File: src/hw/sdram_port_pkg.sv
// SDRAM side request port: address, data and strobe widths
// port select codes and the WRAM placement in the SDRAM map

package sdram_port_pkg;

    // cpu port byte address, bit 0 picks the lane
    localparam int cpu_addr_w = 24;

    // one sdram word, two byte lanes
    localparam int data_w = 16;
    localparam int ds_w   = 2;

    // upper address bits for WRAM, banks EE and EF
    // 128KB sits at 0xEE0000 to 0xEFFFFF
    localparam logic [6:0] wram_prefix = 7'b1110_111;

    // cpu port select
    localparam logic port_rom  = 1'b0; // read data returns on cpu_port0
    localparam logic port_wram = 1'b1; // read data returns on cpu_port1

endpackage

File: src/hw/snes_bus_pkg.sv
// SNES core memory buses: ROM, WRAM, BSRAM and ARAM widths
// core reset hold length and map type codes

package snes_bus_pkg;

    // core side address widths
    localparam int rom_addr_w   = 24;
    localparam int wram_addr_w  = 17; // 128KB
    localparam int bsram_addr_w = 20;
    localparam int aram_addr_w  = 16; // 64KB audio ram

    // core data buses are byte wide
    localparam int byte_w = 8;

    // cartridge map type from the rom header
    localparam int map_type_w = 8;

    // SA-1 style maps read BSRAM without rd_n
    localparam logic [3:0] map_sa_nibble = 4'hC;

    // core reset hold after resetn, in wclk cycles
    localparam int reset_hold  = 16;
    localparam int reset_cnt_w = 5;  // must hold reset_hold

endpackage

File: src/hw/reset_enable.sv
// core reset sequencer with start switch and loader hold
// registered run enable and enable-qualified clock-enable phases

`timescale 1ns/100ps

module reset_enable (
    input  logic wclk,
    input  logic resetn,
    input  logic start,        // start switch
    input  logic loading,      // rom load in progress
    input  logic sdram_busy,
    input  logic loader_fail,
    input  logic frame_pause,  // video frame sync hold
    input  logic sysclkf_ce,
    input  logic sysclkr_ce,
    output logic core_resetn,
    output logic enable,
    output logic f_ce,
    output logic r_ce
);
    import snes_bus_pkg::*;

    logic [reset_cnt_w-1:0] hold_cnt;
    logic                   released; // hold done and start seen

    // hold counter, reloads under reset
    always_ff @(posedge wclk) begin
        if (!resetn) begin
            hold_cnt <= reset_cnt_w'(reset_hold);
        end else if (hold_cnt != '0) begin
            hold_cnt <= hold_cnt - 1'b1;
        end
    end

    // sticky once released
    always_ff @(posedge wclk) begin
        if (!resetn) begin
            released <= 1'b0;
        end else if (hold_cnt == '0 && start) begin
            released <= 1'b1;
        end
    end

    assign core_resetn = released & ~loading; // core held while loader runs

    // run enable and phase strobes, one cycle behind their inputs
    always_ff @(posedge wclk) begin
        if (!resetn) begin
            enable <= 1'b0;
            f_ce   <= 1'b0;
            r_ce   <= 1'b0;
        end else begin
            enable <= ~sdram_busy & ~loader_fail & ~frame_pause;
            f_ce   <= sysclkf_ce & enable; // fall phase, reads
            r_ce   <= sysclkr_ce & enable; // rise phase, writes
        end
    end

endmodule

File: src/hw/cpu_port_router.sv
// loader write address counter
// fixed priority request mux onto the SDRAM cpu port: loader, ROM, WRAM
// ROM byte swap and WRAM byte select on returned read data

`timescale 1ns/100ps

module cpu_port_router (
    input  logic                                 wclk,
    input  logic                                 resetn,
    // loader
    input  logic                                 loading,
    input  logic [snes_bus_pkg::byte_w-1:0]      loader_do,
    input  logic                                 loader_do_valid,
    // qualified phases
    input  logic                                 f_ce,
    input  logic                                 r_ce,
    // ROM bus
    input  logic [snes_bus_pkg::rom_addr_w-1:0]  rom_addr,
    input  logic                                 rom_ce_n,
    input  logic                                 rom_word,   // 16-bit access
    output logic [sdram_port_pkg::data_w-1:0]    rom_q,
    // WRAM bus
    input  logic [snes_bus_pkg::wram_addr_w-1:0] wram_addr,
    input  logic                                 wram_ce_n,
    input  logic                                 wram_rd_n,
    input  logic                                 wram_we_n,
    input  logic [snes_bus_pkg::byte_w-1:0]      wram_d,
    output logic [snes_bus_pkg::byte_w-1:0]      wram_q,
    // sdram cpu port
    output logic [sdram_port_pkg::cpu_addr_w-1:0] cpu_addr,
    output logic [sdram_port_pkg::data_w-1:0]     cpu_din,
    output logic [sdram_port_pkg::ds_w-1:0]       cpu_ds,
    output logic                                  cpu_port,
    output logic                                  cpu_rd,
    output logic                                  cpu_wr,
    input  logic [sdram_port_pkg::data_w-1:0]     cpu_port0,  // rom read data
    input  logic [sdram_port_pkg::data_w-1:0]     cpu_port1   // wram read data
);
    import sdram_port_pkg::*;
    import snes_bus_pkg::*;

    logic [cpu_addr_w-1:0] loader_addr;
    logic                  loading_r;   // for rising edge of loading
    logic                  wram_rd;
    logic                  wram_wr;

    // next request, registered below
    logic [cpu_addr_w-1:0] req_addr;
    logic [data_w-1:0]     req_din;
    logic [ds_w-1:0]       req_ds;
    logic                  req_port;
    logic                  req_rd;
    logic                  req_wr;

    // loader address counter
    always_ff @(posedge wclk) begin
        if (!resetn) begin
            loading_r   <= 1'b0;
            loader_addr <= '0;
        end else begin
            loading_r <= loading;
            if (loading && !loading_r) begin
                loader_addr <= '0;                          // new image starts at 0
            end else if (loading && loader_do_valid) begin
                loader_addr <= loader_addr + cpu_addr_w'(1);
            end
        end
    end

    assign wram_rd = ~wram_ce_n & ~wram_rd_n;
    assign wram_wr = ~wram_ce_n & ~wram_we_n;

    // priority: loader, then rom, then wram
    always_comb begin
        req_addr = '0;
        req_din  = '0;
        req_ds   = '0;
        req_port = port_rom;
        req_rd   = 1'b0;
        req_wr   = 1'b0;
        if (loading && loader_do_valid) begin
            // byte on both lanes, lsb picks the strobe
            req_addr = loader_addr;
            req_din  = {loader_do, loader_do};
            req_ds   = {loader_addr[0], ~loader_addr[0]};
            req_wr   = 1'b1;
        end else if (!rom_ce_n && f_ce) begin
            req_addr = rom_addr;
            req_ds   = '1;           // always a full word
            req_rd   = 1'b1;
        end else if (wram_rd || wram_wr) begin
            req_addr = {wram_prefix, wram_addr};
            req_din  = {wram_d, wram_d};
            req_ds   = {wram_addr[0], ~wram_addr[0]};
            req_port = port_wram;
            req_rd   = wram_rd & f_ce;  // reads on fall phase
            req_wr   = wram_wr & r_ce;  // writes on rise phase
        end
    end

    // strobes
    always_ff @(posedge wclk) begin
        if (!resetn) begin
            cpu_rd <= 1'b0;
            cpu_wr <= 1'b0;
        end else begin
            cpu_rd <= req_rd;
            cpu_wr <= req_wr;
        end
    end

    // request payload
    always_ff @(posedge wclk) begin
        cpu_addr <= req_addr;
        cpu_din  <= req_din;
        cpu_ds   <= req_ds;
        cpu_port <= req_port;
    end

    // odd byte reads get the high byte moved down
    assign rom_q = (rom_word || !rom_addr[0]) ? cpu_port0
                 : {cpu_port0[byte_w-1:0], cpu_port0[data_w-1:byte_w]};

    assign wram_q = wram_addr[0] ? cpu_port1[data_w-1:byte_w] : cpu_port1[byte_w-1:0];

endmodule

File: src/hw/aux_port_stage.sv
// BSRAM request register with the SA map read exception
// ARAM strobe decode, write lane fan-out and read byte latch

`timescale 1ns/100ps

module aux_port_stage (
    input  logic                                  wclk,
    input  logic                                  resetn,
    input  logic                                  f_ce,
    input  logic                                  r_ce,
    input  logic [snes_bus_pkg::map_type_w-1:0]   map_type,
    // BSRAM bus
    input  logic [snes_bus_pkg::bsram_addr_w-1:0] bsram_addr,
    input  logic                                  bsram_ce_n,
    input  logic                                  bsram_rd_n,
    input  logic                                  bsram_we_n,
    input  logic [snes_bus_pkg::byte_w-1:0]       bsram_d,
    // ARAM bus
    input  logic [snes_bus_pkg::aram_addr_w-1:0]  aram_addr,
    input  logic                                  aram_ce_n,
    input  logic                                  aram_oe_n,
    input  logic                                  aram_we_n,
    input  logic [snes_bus_pkg::byte_w-1:0]       aram_d,
    output logic [snes_bus_pkg::byte_w-1:0]       aram_q,
    // sdram side
    output logic [snes_bus_pkg::bsram_addr_w-1:0] bsram_req_addr,
    output logic [snes_bus_pkg::byte_w-1:0]       bsram_req_din,
    output logic                                  bsram_req_rd,
    output logic                                  bsram_req_wr,
    output logic                                  aram_rd,
    output logic                                  aram_wr,
    output logic [sdram_port_pkg::data_w-1:0]     aram_din,
    input  logic [sdram_port_pkg::data_w-1:0]     aram_dout
);
    import sdram_port_pkg::*;
    import snes_bus_pkg::*;

    logic map_is_sa; // map reads bsram without rd_n
    logic aram_lsb;  // byte lane of the last aram read

    assign map_is_sa = (map_type[map_type_w-1 -: 4] == map_sa_nibble);

    // bsram strobes
    always_ff @(posedge wclk) begin
        if (!resetn) begin
            bsram_req_rd <= 1'b0;
            bsram_req_wr <= 1'b0;
        end else begin
            bsram_req_rd <= ~bsram_ce_n & f_ce & (~bsram_rd_n | map_is_sa);
            bsram_req_wr <= ~bsram_ce_n & ~bsram_we_n & r_ce;
        end
    end

    // bsram payload, follows the bus every cycle
    always_ff @(posedge wclk) begin
        bsram_req_addr <= bsram_addr;
        bsram_req_din  <= bsram_d;
    end

    assign aram_rd  = ~aram_ce_n & ~aram_oe_n;
    assign aram_wr  = ~aram_ce_n & ~aram_we_n;
    assign aram_din = {aram_d, aram_d}; // controller strobes the lane

    always_ff @(posedge wclk) begin
        if (aram_rd) aram_lsb <= aram_addr[0];
    end

    assign aram_q = aram_lsb ? aram_dout[data_w-1:byte_w] : aram_dout[byte_w-1:0];

endmodule

File: src/hw/snes_mem_top.sv
// SNES memory glue top level
// reset and enable, cpu port router, BSRAM and ARAM stage

`timescale 1ns/100ps

module snes_mem_top (
    input  logic                                   wclk,
    input  logic                                   resetn,
    // control
    input  logic                                   start,
    input  logic                                   sdram_busy,
    input  logic                                   frame_pause,
    output logic                                   core_resetn,
    output logic                                   enable,
    // core phases and cartridge type
    input  logic                                   sysclkf_ce,
    input  logic                                   sysclkr_ce,
    input  logic [snes_bus_pkg::map_type_w-1:0]    map_type,
    // loader
    input  logic                                   loading,
    input  logic [snes_bus_pkg::byte_w-1:0]        loader_do,
    input  logic                                   loader_do_valid,
    input  logic                                   loader_fail,
    // ROM bus
    input  logic [snes_bus_pkg::rom_addr_w-1:0]    rom_addr,
    input  logic                                   rom_ce_n,
    input  logic                                   rom_word,
    output logic [sdram_port_pkg::data_w-1:0]      rom_q,
    // WRAM bus
    input  logic [snes_bus_pkg::wram_addr_w-1:0]   wram_addr,
    input  logic                                   wram_ce_n,
    input  logic                                   wram_rd_n,
    input  logic                                   wram_we_n,
    input  logic [snes_bus_pkg::byte_w-1:0]        wram_d,
    output logic [snes_bus_pkg::byte_w-1:0]        wram_q,
    // BSRAM bus
    input  logic [snes_bus_pkg::bsram_addr_w-1:0]  bsram_addr,
    input  logic                                   bsram_ce_n,
    input  logic                                   bsram_rd_n,
    input  logic                                   bsram_we_n,
    input  logic [snes_bus_pkg::byte_w-1:0]        bsram_d,
    // ARAM bus
    input  logic [snes_bus_pkg::aram_addr_w-1:0]   aram_addr,
    input  logic                                   aram_ce_n,
    input  logic                                   aram_oe_n,
    input  logic                                   aram_we_n,
    input  logic [snes_bus_pkg::byte_w-1:0]        aram_d,
    output logic [snes_bus_pkg::byte_w-1:0]        aram_q,
    // sdram cpu port
    output logic [sdram_port_pkg::cpu_addr_w-1:0]  cpu_addr,
    output logic [sdram_port_pkg::data_w-1:0]      cpu_din,
    output logic [sdram_port_pkg::ds_w-1:0]        cpu_ds,
    output logic                                   cpu_port,
    output logic                                   cpu_rd,
    output logic                                   cpu_wr,
    input  logic [sdram_port_pkg::data_w-1:0]      cpu_port0,
    input  logic [sdram_port_pkg::data_w-1:0]      cpu_port1,
    // sdram bsram port
    output logic [snes_bus_pkg::bsram_addr_w-1:0]  bsram_req_addr,
    output logic [snes_bus_pkg::byte_w-1:0]        bsram_req_din,
    output logic                                   bsram_req_rd,
    output logic                                   bsram_req_wr,
    // sdram aram port
    output logic                                   aram_rd,
    output logic                                   aram_wr,
    output logic [sdram_port_pkg::data_w-1:0]      aram_din,
    input  logic [sdram_port_pkg::data_w-1:0]      aram_dout
);

    logic f_ce; // sysclkf_ce gated by enable
    logic r_ce; // sysclkr_ce gated by enable

    reset_enable reset_enable0 (
        .wclk        (wclk),
        .resetn      (resetn),
        .start       (start),
        .loading     (loading),
        .sdram_busy  (sdram_busy),
        .loader_fail (loader_fail),
        .frame_pause (frame_pause),
        .sysclkf_ce  (sysclkf_ce),
        .sysclkr_ce  (sysclkr_ce),
        .core_resetn (core_resetn),
        .enable      (enable),
        .f_ce        (f_ce),
        .r_ce        (r_ce)
    );

    cpu_port_router cpu_port_router0 (
        .wclk (wclk), .resetn (resetn),
        .loading (loading), .loader_do (loader_do), .loader_do_valid (loader_do_valid),
        .f_ce (f_ce), .r_ce (r_ce),
        .rom_addr (rom_addr), .rom_ce_n (rom_ce_n), .rom_word (rom_word), .rom_q (rom_q),
        .wram_addr (wram_addr), .wram_ce_n (wram_ce_n), .wram_rd_n (wram_rd_n),
        .wram_we_n (wram_we_n), .wram_d (wram_d), .wram_q (wram_q),
        .cpu_addr (cpu_addr), .cpu_din (cpu_din), .cpu_ds (cpu_ds), .cpu_port (cpu_port),
        .cpu_rd (cpu_rd), .cpu_wr (cpu_wr),
        .cpu_port0 (cpu_port0), .cpu_port1 (cpu_port1)
    );

    aux_port_stage aux_port_stage0 (
        .wclk (wclk), .resetn (resetn),
        .f_ce (f_ce), .r_ce (r_ce), .map_type (map_type),
        .bsram_addr (bsram_addr), .bsram_ce_n (bsram_ce_n), .bsram_rd_n (bsram_rd_n),
        .bsram_we_n (bsram_we_n), .bsram_d (bsram_d),
        .aram_addr (aram_addr), .aram_ce_n (aram_ce_n), .aram_oe_n (aram_oe_n),
        .aram_we_n (aram_we_n), .aram_d (aram_d), .aram_q (aram_q),
        .bsram_req_addr (bsram_req_addr), .bsram_req_din (bsram_req_din),
        .bsram_req_rd (bsram_req_rd), .bsram_req_wr (bsram_req_wr),
        .aram_rd (aram_rd), .aram_wr (aram_wr),
        .aram_din (aram_din), .aram_dout (aram_dout)
    );

endmodule

File: config.mk
export PLATFORM = sky130hd
export DESIGN_NAME = snes_mem_top
export DESIGN_NICKNAME = d
export VERILOG_FILES = /design/src/hw/sdram_port_pkg.sv /design/src/hw/snes_bus_pkg.sv /design/src/hw/reset_enable.sv /design/src/hw/cpu_port_router.sv /design/src/hw/aux_port_stage.sv /design/src/hw/snes_mem_top.sv
export SDC_FILE = /design/constraint.sdc
export NUM_CORES = 1
export LEC_CHECK = 0
export BUFFER_PORTS_ARGS = -buffer_cell sky130_fd_sc_hd__clkbuf_2
export CORE_AREA = 2 2 121 123
export CTS_BUF_LIST = sky130_fd_sc_hd__clkbuf_2
export DETAILED_ROUTE_END_ITERATION = 7
export DIE_AREA = 0 0 123 125
export GPL_TIMING_DRIVEN = 0
export SLEW_MARGIN = 20
export SYNTH_ARGS = -nofsm -noshare
export SYNTH_HDL_FRONTEND = slang
export SYNTH_SLANG_ARGS = --single-unit
export TNS_END_PERCENT = 20
File: constraint.sdc
create_clock -name wclk -period 3.4 [get_ports wclk]
set_input_delay 0.17 -clock wclk [delete_from_list [all_inputs] [get_ports wclk]]
set_output_delay 0.17 -clock wclk [all_outputs]
set_load 0.05 [all_outputs]
==> run_results.csv <==
group,metric,value,unit
setup_path,slowest_delay,0.62,ns
floorplan,core.rowCount,44,
routing,drt_iter0_markers,222,
synth,ys_dominant_reg_cell,"sky130_fd_sc_hd__dfxtp_1",
cts,sink_count,102,
synth,synthDominantAreaCellType,"sky130_fd_sc_hd__dfxtp_1",
floorplan,dieArea,0.01538,mm2
routing,vias_per_cell,4.474,
sta,post-route-min-period,2.388,ns
power_and_ir_drop,worst_ir_drop_vdd,0.2209,mV
routing,maxUsedRoutingLayer,"met4",
cts,clock_insertion_delay_worst_skew,0.60,ns
setup_path,path_max_fanout,10,
synth,sequential_area_share_after_synthesis,0.5066,
cts,cts.hold.buffers_added,102,
finish,final_layout_size_suffix_gt1_frac,0.3991,
synth,synth.top_cell.area_share,0.4992,
floorplan,die_width,123,um
finish,fin_nets,1045,
routing,met1Wirelength,5362,um
sta,final_hold_viol_count,0,
sta,grt_setup_unrepaired,"no",
cts,htree_num_levels,3,
sta,timing_worst_slew_pin_value,0.8101,ns
setup_path,crit_chain,"ha_1 > nand3_1 > or4_1 > buf_2 > or4_1 > a21oi_1",
global_routing,grt_start_max_net_pins,17,
sta,worst_slew_margin_rel,0.4599,
synth,yosysUniqueCellTypes,42,
placed_design,gp_routability_congestion,0.7798,
synth,synth_edf_count,1,
floorplan,start_util,0.2851,
setup_path,crit_arrival,2.94,ns
routing,antenna_violating_nets_post_route,0,
setup_path,endpoint_kind,"flop",
synth,syn_area,0.004050,mm2
floorplan,core_area,0.01420,mm2
sta,setup_viol_count_final,0,
sta,max_freq,418.8,MHz
placed_design,place.detailed.hpwl,10630,um
setup_path,critical-path-slowest-cell,"sky130_fd_sc_hd__or4_1",
job,timing.max_cap.violations,0,
finish,syn_to_final_growth,69.73,%
setup_path,crit_top_cell,"sky130_fd_sc_hd__or4_1",
routing,detailroute.wirelength.met3,932,um
sta,fin_setup_tns,0,ns
run_status,run_status,"finished, final reports clean",
setup_path,worstSetupStartpointType,"flop",
sta,timing.clock.skew,0.01690,ns
synth,postSynthCellCount,459,
cts,cts-root-buf,"sky130_fd_sc_hd__clkbuf_2",
routing,wl_per_cell,13.57,um
setup_path,crit_buf_inv,1,
finish,layout.area.seq,0.002052,mm2
global_routing,track_usage,0.1820,
synth,post_synth_most_frequent_cells,"101 x sky130_fd_sc_hd__dfxtp_1, 84 x sky130_fd_sc_hd__nand2_1, 35 x sky130_fd_sc_hd__nor2_1",
synth,synth_area_leaders,"sky130_fd_sc_hd__dfxtp_1 50%, sky130_fd_sc_hd__nand2_1 7.8%, sky130_fd_sc_hd__buf_4 4.4%",
placed_design,buffer_ports.inserted,284,
synth,yosys_warnings,0,
setup_path,path_delay_family,"simple AND/OR/NAND/NOR gates",
global_routing,via_count_of_the_first_global_routing_pass,4605,
placed_design,dpl_cell_area,0.005702,mm2
power_and_ir_drop,total_leakage_power,3.335,nW
finish,layout.cells.non_filler,1047,
finish,multiInputGateArea,0.001687,mm2
routing,met2RoutedLength,7551,um
global_routing,grt_first_pass_wirelength,21860,um
finish,nFillCells,1404,
setup_path,timing.setup.critical_path_class,"flop to flop",
power_and_ir_drop,power_per_cell_area,419.8,mW/mm2
routing,drt_pass1_iterations,4,
cts,cts_resized,0,
cts,cts_tree,"yes",
synth,syn_avg_cell_area,8.824,um2
synth,synth.most_common_cell,"sky130_fd_sc_hd__dfxtp_1",
finish,final_area,0.006874,mm2
cts,numCtsBuffers,9,
floorplan,io-pin-count,313,
synth,synth_nets,647,
cts,post-cts-setup-buffer-count,0,
global_routing,grt_antenna_before_repair,1,
setup_path,critPathRequiredTime,3.95,ns
routing,num_vias,4684,
placed_design,post-place-cells,927,
synth,synth-async-reset-ratio,0,
synth,flip_flop_and_latch_count_after_synthesis,102,
sta,final.period_utilization,0.7024,
hold_path,worst_hold_path_type,"input port to flop",
sta,slew_viol_final,0,
global_routing,overflow,0,
cts,path_clk_slew,0.26,ns
cts,cts.path.max_buffers,2,
floorplan,die_height,125,um
routing,remaining_drc_errors,0,
routing,wl,14210,um
==> metal layers <==
layer	vias to the layer above	GRT usage
met4	0	0.07821
met2	191	0.3383
li1	2349	-
met1	2119	0.1960
met3	25	0.03604
met5	-	0
==> metrics by stage <==
stage	power [mW]	utilization	setup WS [ns]	hold slack, ns
floorplan	1.917	-	1.363	0.1977
global placement	2.151	0.4014	1.041	0.2720
detailed placement	2.157	0.4014	1.073	0.2739
CTS	2.909	0.4827	0.8245	0.01484
global route	3.036	0.4840	0.7745	0.06932
finish	2.885	0.4840	1.012	0.07306
==> where the power goes <==
part           leakage, nW  internal [mW]  switching (mW)  total, mW
logic                 2.41          0.334           0.578      0.913
clock network       0.0770          0.238           0.412      0.650
registers            0.846           1.29          0.0378       1.32
==> kinds of logic after synthesis <==
kind of cell	Yosys count	synth area share
AOI/OAI and AO/OA	73	0.1091
xor gates and xnor gates	14	0.03028
adders and majority gates	2	0.006178
buffers and inverters	58	0.07816
DFF	102	0.5066
muxes	16	0.04448
and+or+nand+nor	194	0.2252
==> worst min-delay path: cells and delay by family <==
| family | cells | cell delay, ns |
|---|---|---|
| and+or+nand+nor | 1 | 0.12 |
| buffers and inverters | 1 | 0.25 |
| AOI/OAI and AO/OA | 1 | 0.11 |
==> path summary, 6_finish.rpt <==
| check | end | from | slack, ns | depth (start not counted) |
|---|---|---|---|---|
| worst min register to register | cpu_port_router0.loader_addr[22] | cpu_port_router0.loader_addr[22] | 0.50 | 2 |
| worst min-delay path | cpu_port_router0.cpu_ds[1] | wram_addr[0] | 0.07 | 3 |
| worst max-delay path | cpu_port_router0.loader_addr[22] | cpu_port_router0.loader_addr[0] | 1.01 | 6 |
| worst max register to register | cpu_port_router0.loader_addr[22] | cpu_port_router0.loader_addr[0] | 1.01 | 6 |
==> layout make-up <==
cell class,count,share of cell area
Clock buffer,9,0.006553
Multi-Input combinational cell,299,0.2454
Sequential cell,102,0.2985
Antenna cell,1,0.0003640
Tap cell,184,0.03349
Buffer,49,0.04114
Clock inverter,7,0.01292
Inverter,9,0.004914
Timing Repair Buffer,387,0.3568
==> cell usage in the layout, fill, tap and decap left out, drive strengths merged, types with 4 or more instances in the layout <==
| cell type | count |
|---|---|
| nor2 | 35 |
| nand4 | 6 |
| o21ai | 16 |
| dlygate4sd3 | 103 |
| nand3 | 24 |
| clkinv | 4 |
| nand2 | 84 |
| or3 | 7 |
| nor4 | 4 |
| dfxtp | 101 |
| a22o | 8 |
| o31ai | 4 |
| a31oi | 17 |
| nor2b | 5 |
| xnor2 | 12 |
| a21oi | 23 |
| inv | 9 |
| clkbuf | 316 |
| mux2 | 16 |
| buf | 26 |
| nor3 | 7 |
| or4 | 6 |
==> registers in the layout (all words and copies together), names as in the netlist, 2 cells and up <==
name and cells:
aux_port_stage0.bsram_req_addr 20, aux_port_stage0.bsram_req_din 8, cpu_port_router0.cpu_din 8, cpu_port_router0.loader_addr 24
cpu_port_router0.cpu_addr 24, reset_enable0.hold_cnt 5, cpu_port_router0.cpu_ds 2
Power figures use the tool's default switching activity.
